### config.mk
export PLATFORM = sky130hd
export DESIGN_NAME = palette_unit
export DESIGN_NICKNAME = d
export VERILOG_FILES = /design/src/palette_pkg.sv /design/src/io_decode.sv /design/src/palettes.sv /design/src/pixel_shade.sv /design/src/palette_unit.sv
export SDC_FILE = /design/constraint.sdc
export NUM_CORES = 1
export LEC_CHECK = 0
export ABC_AREA = 1
export ABC_CLOCK_PERIOD_IN_PS = 2040
export BUFFER_PORTS_ARGS = -buffer_cell sky130_fd_sc_hd__buf_2
export CAP_MARGIN = 20
export CORE_AREA = 2 2 68 70
export CTS_CLUSTER_SIZE = 14
export DETAILED_ROUTE_END_ITERATION = 8
export DIE_AREA = 0 0 70 72
export PLACE_DENSITY = 0.76
export SYNTH_ARGS = -nofsm -noshare
export SYNTH_HDL_FRONTEND = slang
export SYNTH_SLANG_ARGS = --single-unit
export TNS_END_PERCENT = 50
### constraint.sdc
create_clock -name clk -period 2.04 [get_ports clk]
set_input_delay 0.51 -clock clk [delete_from_list [all_inputs] [get_ports clk]]
set_output_delay 0.51 -clock clk [all_outputs]
set_load 0.01 [all_outputs]
### src/palette_pkg.sv
`default_nettype none

package palette_pkg;

	// ****************************************
	// Bus widths
	// ****************************************

	localparam int DATA_W = 8; // CPU data bus and palette register width.
	localparam int ADR_W = 8; // Low byte of the I/O address.
	localparam int PIX_W = 2; // Colour index and shade width.

	// ****************************************
	// Register map
	// ****************************************

	typedef enum logic [ADR_W-1:0] {
		REG_BGP = 8'h47, // Background palette at 0xFF47.
		REG_OBP0 = 8'h48, // Object palette 0 at 0xFF48.
		REG_OBP1 = 8'h49 // Object palette 1 at 0xFF49.
	} reg_offset_t;

	// Read value for an offset that holds no register.
	localparam logic [DATA_W-1:0] UNMAPPED_DATA = 8'hFF;

	// ****************************************
	// Pixel palette select
	// ****************************************

	typedef enum logic [1:0] {
		PAL_BG = 2'd0,
		PAL_OBJ0 = 2'd1,
		PAL_OBJ1 = 2'd2
	} palette_sel_t;

endpackage

`default_nettype wire

### src/io_decode.sv
`default_nettype none

module io_decode (
	input wire logic clk,
	input wire logic rst_n,

	input wire logic wb_cyc,
	input wire logic wb_stb,
	input wire logic wb_we,
	input wire logic [palette_pkg::ADR_W-1:0] wb_adr,
	input wire logic [palette_pkg::DATA_W-1:0] wb_dat_w,
	output logic [palette_pkg::DATA_W-1:0] wb_dat_r,
	output logic wb_ack,

	output logic wr_bgp,
	output logic wr_obp0,
	output logic wr_obp1,
	output logic [palette_pkg::DATA_W-1:0] wr_data,

	input wire logic [palette_pkg::DATA_W-1:0] bgp,
	input wire logic [palette_pkg::DATA_W-1:0] obp0,
	input wire logic [palette_pkg::DATA_W-1:0] obp1
);

	logic req;
	logic [2:0] wr_sel;
	logic [palette_pkg::DATA_W-1:0] rd_sel;

	// A new request is one not already answered in this cycle.
	assign req = wb_cyc && wb_stb && !wb_ack;

	// ****************************************
	// Address decode
	// ****************************************

	always_comb begin
		rd_sel = palette_pkg::UNMAPPED_DATA;
		wr_sel = 3'b000;
		case (palette_pkg::reg_offset_t'(wb_adr))
			palette_pkg::REG_BGP: begin
				rd_sel = bgp;
				wr_sel = 3'b001;
			end
			palette_pkg::REG_OBP0: begin
				rd_sel = obp0;
				wr_sel = 3'b010;
			end
			palette_pkg::REG_OBP1: begin
				rd_sel = obp1;
				wr_sel = 3'b100;
			end
			default: begin
				// Unmapped offsets still get an ack below.
				rd_sel = palette_pkg::UNMAPPED_DATA;
				wr_sel = 3'b000;
			end
		endcase
	end

	// ****************************************
	// Ack and write strobes
	// ****************************************

	always_ff @(posedge clk) begin
		if (!rst_n) begin
			wb_ack <= 1'b0;
			wr_bgp <= 1'b0;
			wr_obp0 <= 1'b0;
			wr_obp1 <= 1'b0;
		end else begin
			wb_ack <= req; // High for the one cycle after the request.
			wr_bgp <= req && wb_we && wr_sel[0];
			wr_obp0 <= req && wb_we && wr_sel[1];
			wr_obp1 <= req && wb_we && wr_sel[2];
		end
	end

	// Payload registers for the bus data in both directions.
	always_ff @(posedge clk) begin
		if (req && wb_we) begin
			wr_data <= wb_dat_w; // Lines up with the write strobe.
		end
		if (req && !wb_we) begin
			wb_dat_r <= rd_sel; // Valid while wb_ack is high.
		end
	end

endmodule

`default_nettype wire

### src/palettes.sv
`default_nettype none

module palettes (
	input wire logic clk,
	input wire logic rst_n,

	input wire logic wr_bgp,
	input wire logic wr_obp0,
	input wire logic wr_obp1,
	input wire logic [palette_pkg::DATA_W-1:0] wr_data,

	output logic [palette_pkg::DATA_W-1:0] bgp,
	output logic [palette_pkg::DATA_W-1:0] obp0,
	output logic [palette_pkg::DATA_W-1:0] obp1
);

	logic [palette_pkg::DATA_W-1:0] bgp_q;
	logic [palette_pkg::DATA_W-1:0] obp0_q;
	logic [palette_pkg::DATA_W-1:0] obp1_q;

	// ****************************************
	// Background palette, 0xFF47
	// ****************************************

	always_ff @(posedge clk) begin
		if (!rst_n) begin
			bgp_q <= '0;
		end else if (wr_bgp) begin
			bgp_q <= wr_data; // Shade for index n sits in bits 2n+1 and 2n.
		end
	end

	// ****************************************
	// Object palette 0, 0xFF48
	// ****************************************

	always_ff @(posedge clk) begin
		if (!rst_n) begin
			obp0_q <= '0;
		end else if (wr_obp0) begin
			obp0_q <= wr_data; // Bits 1 and 0 are stored though never drawn.
		end
	end

	// ****************************************
	// Object palette 1, 0xFF49
	// ****************************************

	always_ff @(posedge clk) begin
		if (!rst_n) begin
			obp1_q <= '0;
		end else if (wr_obp1) begin
			obp1_q <= wr_data;
		end
	end

	// The stored values feed both the read mux and the pixel lookup.
	assign bgp = bgp_q;
	assign obp0 = obp0_q;
	assign obp1 = obp1_q;

endmodule

`default_nettype wire

### src/pixel_shade.sv
`default_nettype none

module pixel_shade (
	input wire logic clk,
	input wire logic rst_n,

	input wire logic pix_valid,
	input wire logic [palette_pkg::PIX_W-1:0] pix_index,
	input wire palette_pkg::palette_sel_t pix_palette,

	input wire logic [palette_pkg::DATA_W-1:0] bgp,
	input wire logic [palette_pkg::DATA_W-1:0] obp0,
	input wire logic [palette_pkg::DATA_W-1:0] obp1,

	output logic shade_valid,
	output logic [palette_pkg::PIX_W-1:0] shade,
	output logic shade_transparent
);

	logic [palette_pkg::DATA_W-1:0] pal_byte;
	logic is_obj;
	logic [palette_pkg::PIX_W-1:0] shade_d;
	logic transparent_d;

	// ****************************************
	// Palette select and lookup
	// ****************************************

	always_comb begin
		pal_byte = bgp;
		is_obj = 1'b0;
		case (pix_palette)
			palette_pkg::PAL_OBJ0: begin
				pal_byte = obp0;
				is_obj = 1'b1;
			end
			palette_pkg::PAL_OBJ1: begin
				pal_byte = obp1;
				is_obj = 1'b1;
			end
			default: begin
				pal_byte = bgp; // The unused select code falls back to background.
				is_obj = 1'b0;
			end
		endcase
	end

	// Index n picks bits 2n+1 down to 2n.
	assign shade_d = pal_byte[{pix_index, 1'b0} +: palette_pkg::PIX_W];

	// Object colour 0 is never drawn.
	assign transparent_d = is_obj && (pix_index == '0);

	// ****************************************
	// Output stage
	// ****************************************

	always_ff @(posedge clk) begin
		if (!rst_n) begin
			shade_valid <= 1'b0;
		end else begin
			shade_valid <= pix_valid; // One cycle after the input pixel.
		end
	end

	// Hold the last shade while no pixel arrives.
	always_ff @(posedge clk) begin
		if (pix_valid) begin
			shade <= shade_d;
			shade_transparent <= transparent_d;
		end
	end

endmodule

`default_nettype wire

### src/palette_unit.sv
`default_nettype none

module palette_unit (
	input wire logic clk,
	input wire logic rst_n,

	input wire logic wb_cyc,
	input wire logic wb_stb,
	input wire logic wb_we,
	input wire logic [palette_pkg::ADR_W-1:0] wb_adr,
	input wire logic [palette_pkg::DATA_W-1:0] wb_dat_w,
	output logic [palette_pkg::DATA_W-1:0] wb_dat_r,
	output logic wb_ack,

	input wire logic pix_valid,
	input wire logic [palette_pkg::PIX_W-1:0] pix_index,
	input wire palette_pkg::palette_sel_t pix_palette,
	output logic shade_valid,
	output logic [palette_pkg::PIX_W-1:0] shade,
	output logic shade_transparent
);

	logic wr_bgp;
	logic wr_obp0;
	logic wr_obp1;
	logic [palette_pkg::DATA_W-1:0] wr_data;

	logic [palette_pkg::DATA_W-1:0] bgp;
	logic [palette_pkg::DATA_W-1:0] obp0;
	logic [palette_pkg::DATA_W-1:0] obp1;

	// ****************************************
	// CPU side
	// ****************************************

	io_decode u_io_decode (
		.clk (clk),
		.rst_n (rst_n),
		.wb_cyc (wb_cyc),
		.wb_stb (wb_stb),
		.wb_we (wb_we),
		.wb_adr (wb_adr),
		.wb_dat_w (wb_dat_w),
		.wb_dat_r (wb_dat_r),
		.wb_ack (wb_ack),
		.wr_bgp (wr_bgp),
		.wr_obp0 (wr_obp0),
		.wr_obp1 (wr_obp1),
		.wr_data (wr_data),
		.bgp (bgp),
		.obp0 (obp0),
		.obp1 (obp1)
	);

	palettes u_palettes (
		.clk (clk),
		.rst_n (rst_n),
		.wr_bgp (wr_bgp),
		.wr_obp0 (wr_obp0),
		.wr_obp1 (wr_obp1),
		.wr_data (wr_data),
		.bgp (bgp),
		.obp0 (obp0),
		.obp1 (obp1)
	);

	// ****************************************
	// Pixel side
	// ****************************************

	pixel_shade u_pixel_shade (
		.clk (clk),
		.rst_n (rst_n),
		.pix_valid (pix_valid),
		.pix_index (pix_index),
		.pix_palette (pix_palette),
		.bgp (bgp), // Values before any write on the same edge.
		.obp0 (obp0),
		.obp1 (obp1),
		.shade_valid (shade_valid),
		.shade (shade),
		.shade_transparent (shade_transparent)
	);

endmodule

`default_nettype wire

# [Word-level counts from Yosys, hierarchy flattened]
# Cells that the tools add are included.
[word_totals] regBits=48 out_inout_bits=13 elab_cells=34
[op_classes] n_eq_ne=5 shift=1 n_mux=4 n_reduce_logical=12
[op_table] cell="8-bit by 7-bit == test with 1-bit output, second input constant" n=3
[op_table] cell="8-bit case mux with 3 select lines" n=1
[op_table] cell="8-bit case mux with 2 select lines" n=1
[op_table] cell="3-bit case mux with 3 select lines" n=1
[op_table] cell="1-bit logical AND" n=8
[op_table] cell="8-bit by 4-bit variable part select with 2-bit output" n=1
[op_table] cell="2-bit by 1-bit == test with 1-bit output, second input constant" n=1
[op_table] cell="2-bit == test, second input constant" n=1
[op_table] cell="1-bit zero test" n=2
[op_table] cell="2-bit zero test" n=1
[op_table] cell="2-bit OR reduction" n=1
[op_table] cell="1-bit two-way mux" n=1

# [Longest topological paths before layout]
[logic_depth] ltp_word=4 depth_mapped=10 ltp_nobuf=9

# [By module]
# Synthesis repeated with hierarchy kept, for this count alone.
[hier_totals] hier_cells=315 area_unflattened_um2=2367.3
[by_module_without_submodules] mod="io_decode" n_inst=1 cells_per_inst=104 area_each_um2=983.4 seq_area_each_um2=560.5
[by_module_without_submodules] mod="palettes" n_inst=1 cells_per_inst=136 area_each_um2=960.9 seq_area_each_um2=480.5
[by_module_without_submodules] mod="pixel_shade" n_inst=1 cells_per_inst=75 area_each_um2=422.9 seq_area_each_um2=110.1

# [Least setup slack after synthesis]
# Ideal clock, no wire load.
[synth_timing] kind="input -> register" from="in pix_palette[0]" to="reg u_pixel_shade.shade[0] in the netlist's numbering, data pin" setup_ns=0.252 t_arrival_ns=1.351 required_ns=1.788 setup_slack_ns=0.437 path_stages=9 n_path_buf=1 path_cell_list="inv_1 -> ha_1 -> buf_2 -> inv_2 -> nand3_1 -> nand2_1 -> o21ai_0 -> nand2_1 -> nand2_1"
[synth_via] elab_chain_cells=3 elab_cells_between_ends=4 classes_between="eq/ne: 2; shift: 1; mux: 1"
[synth_rtl] element="start: declaration" line="palette_unit.sv:17" text="input wire palette_pkg::palette_sel_t pix_palette,"
[synth_rtl] element="2-bit == test / 2-bit by 1-bit == test with 1-bit output (equally long branches)" line="pixel_shade.sv:32" text="case (pix_palette)"
[synth_rtl] element="8-bit case mux with 2 select lines (*)" line="pixel_shade.sv:32"
[synth_rtl] element="8-bit by 4-bit variable part select with 2-bit output (*)" line="pixel_shade.sv:49" text="assign shade_d = pal_byte[{pix_index, 1'b0} +: palette_pkg::PIX_W];"
[synth_rtl] element="via u_pixel_shade.shade_d, one bit" line="pixel_shade.sv:22" text="logic [palette_pkg::PIX_W-1:0] shade_d;"
[synth_rtl] element="end signal: assignment" line="pixel_shade.sv:69" text="shade <= shade_d;"
[synth_rtl] element="end: declaration" line="pixel_shade.sv:16" text="output logic [palette_pkg::PIX_W-1:0] shade,"
# The timed path passes the listed nets; every way through them passes the cells marked *.
# A chain may end at the register's enable or synchronous reset.

# [Worst setup path in the final report]
# Ends and elaborated chain as after synthesis.

==> run metrics <==
Max Cap Violations 0; via count of the first global-routing pass 1,774; CP required 2.11 ns; DR pass1 iterations 4; Overflow after GRT 0; full die area 5040 sq um; Post-Route Setup TNS 0 ns; number of vias per cell 5.00; Site Rows 24; post-synthesis net count 302; routability cong. 0.868; f_max 647 MHz; clock transition at the registers of the reported paths 0.09 ns; CTS Hold Bufs 0; worst-margin pin slew 0.386 ns; Worst R2R Setup Slack 0.89 ns; Synth-to-Final Area Change 13.9%; Critical Path Fanout Max 10; fin util 0.604; max incr delay on CP 0.43 ns; ant diodes 0; H-tree levels 2; antenna violations before repair 0; Cells after Synth 274; total placed instance area 2490 sq um; final net count 343; Cell Area, Synth 2260 sq um; final instance area 2580 sq um; maximum vdd drop 396 uV; Hold Violations, Final 0; Initial Util 0.531; Critical Path Sink Type register; CP startpoint kind input port; fin crit period 1.55 ns; #FFs+latches synth 48; post_cts resized 0; worst-path cell chain buf_2 -> inv_1 -> ha_1 -> inv_2 -> nor2_1 -> nor2_1 -> nand2_1 -> o21ai_0 -> nand2_1 -> nand2_1; Worst R2R Path Depth 3; yosys warns 0; Root Buffer clkbuf_8; Detailed Route WL 4.79 mm; largest net degree at the start of global routing 28; commonest non-fill, non-tap cell in the layout nor2_1; clock buffer depth 2; first-pass GRT wire length 8.10 mm; All-Layer GR Usage 0.203; chip width 70 um; placed insts 360; leak pwr 1.19 nW; IO Pins 39; number of DRC markers in iteration 0 88; Yosys cell types 24; Worst EP arrival 1.61 ns; CP dominant cell by count nand2_1; Slew headroom 0.743; Layout Skew 0.00394 ns; antenna viol nets, final 0; mux share of post-synthesis cell area 0; Slew Viols, Final 0; final setup vio count 0; Synth Area per Inst 8.26 sq um; simple-gate area share of the yosys netlist 0.334; Vias 1,839; slowest cell on the critical path ha_1; DP HPWL 3.63 mm; most frequent cells in the layout nor2_1 (63), nand2_1 (47), buf_2 (38), o21ai_0 (31), dfxtp_1 (29); sequential share of the synthesized area 0.509; WL per Instance 13.0 um; complex-gate fraction of the synthesized area 0.0796; DRC 0; Min-Delay Path Class input port to register; CTS buffer count 5; xor-xnor portion of the synthesized cell area 0; status complete, no violations; largest family of logic cells by synthesized area simple AND/OR/NAND/NOR gates; Die Span Y 72 um; share of layout cells above drive strength 1 0.218; Final period util 0.758; final cell count without fillers 368; core area 4260 sq um; PD cells 670 nW/um^2; RSZ-0062 raised after global routing no; Skew-Pair Late Insertion Delay 0.30 ns; IO Port Bufs 38; CTS sink cnt 48; Adder-Cell Fraction of Synth Area 0.0111; CTS tree done; WS Path Type input port to register; number of fillers in the final layout 404; Hold Path Stages 1; number of setup buffers added after CTS 0
-- per-layer routing --
metal  global-route usage  vias to the layer above  part of all wire
met2                0.354                       54              0.48
met1                0.249                      811              0.45
met4               0.0684                        0             0.017
met3               0.0472                       10             0.052
met5                    0                        -                 0
li1                     -                      964                 -
-- registers in the layout (all words and copies together) (netlist names), 2 cells and up --
| signal | cells |
|---|---|
| u_io_decode.wr_data | 8 |
| u_palettes.bgp | 8 |
| u_pixel_shade.shade | 2 |
| u_palettes.obp1 | 8 |
| u_palettes.obp0 | 8 |
| u_io_decode.wb_dat_r | 8 |
-- per-stage QoR --
stage	power, mW	hold WS [ns]	setup WS (ns)
2_1_floorplan	1.13	0.453	0.437
4_1_cts	1.74	0.374	0.501
3_5_place_dp	1.19	0.520	0.184
6_report	1.73	0.378	0.494
3_3_place_gp	1.18	0.513	0.215
5_1_grt	1.80	0.365	0.308
-- worst max-delay path: cells and delay by family --
family	cells	cell delay, ns
AO/OA/AOI/OAI	1	0.09
AND/OR/NAND/NOR	5	0.32
adder cells (fa/ha/maj)	1	0.43
buffers and inverters	3	0.26
-- cell type report --
type / count / area [sq um] / area share
clock buffers: 6 / 72.6 / 0.0282
repair buffers: 41 / 213 / 0.0825
flip-flops and latches: 48 / 1150 / 0.447
multi-input cells: 192 / 960 / 0.372
inverters: 27 / 101 / 0.0393
clock inverters: 2 / 15.0 / 0.00583
well taps: 52 / 65.1 / 0.0252
-- synthesized netlist by cell type (all sizes together) --
cell type / number / area [sq um]
clkbuf: 3 / 13.8
ha: 2 / 25.0
nand2: 53 / 224
o21ai: 32 / 160
nor3: 1 / 5.00
clkinv: 1 / 3.75
dfxtp: 29 / 581
buf: 4 / 36.3
edfxtp: 19 / 571
a21oi: 4 / 20.0
inv: 26 / 97.6
nand3: 33 / 218
nor2: 67 / 308
-- report_power, final --
part,internal (mW),switching [mW]
Combinational,0.0556,0.0887
Clock,0.245,0.318
Sequential,1.01,0.00621
-- cell families after synthesis --
family / count (synthesis)
AOI/OAI and AO/OA: 36
and+or+nand+nor: 154
adders and majority gates: 2
DFF: 48
buffers and inverters: 34
-- final timing paths --
path | to | from
min | u_io_decode.wr_data[3] | wb_dat_w[3]
max reg2reg | u_palettes.bgp[4] | u_io_decode.wr_bgp
max | u_pixel_shade.shade[0] | pix_palette[0]
min reg2reg | u_io_decode.wb_ack | u_io_decode.wb_ack
No activity file was read; power rests on OpenSTA's default activity.
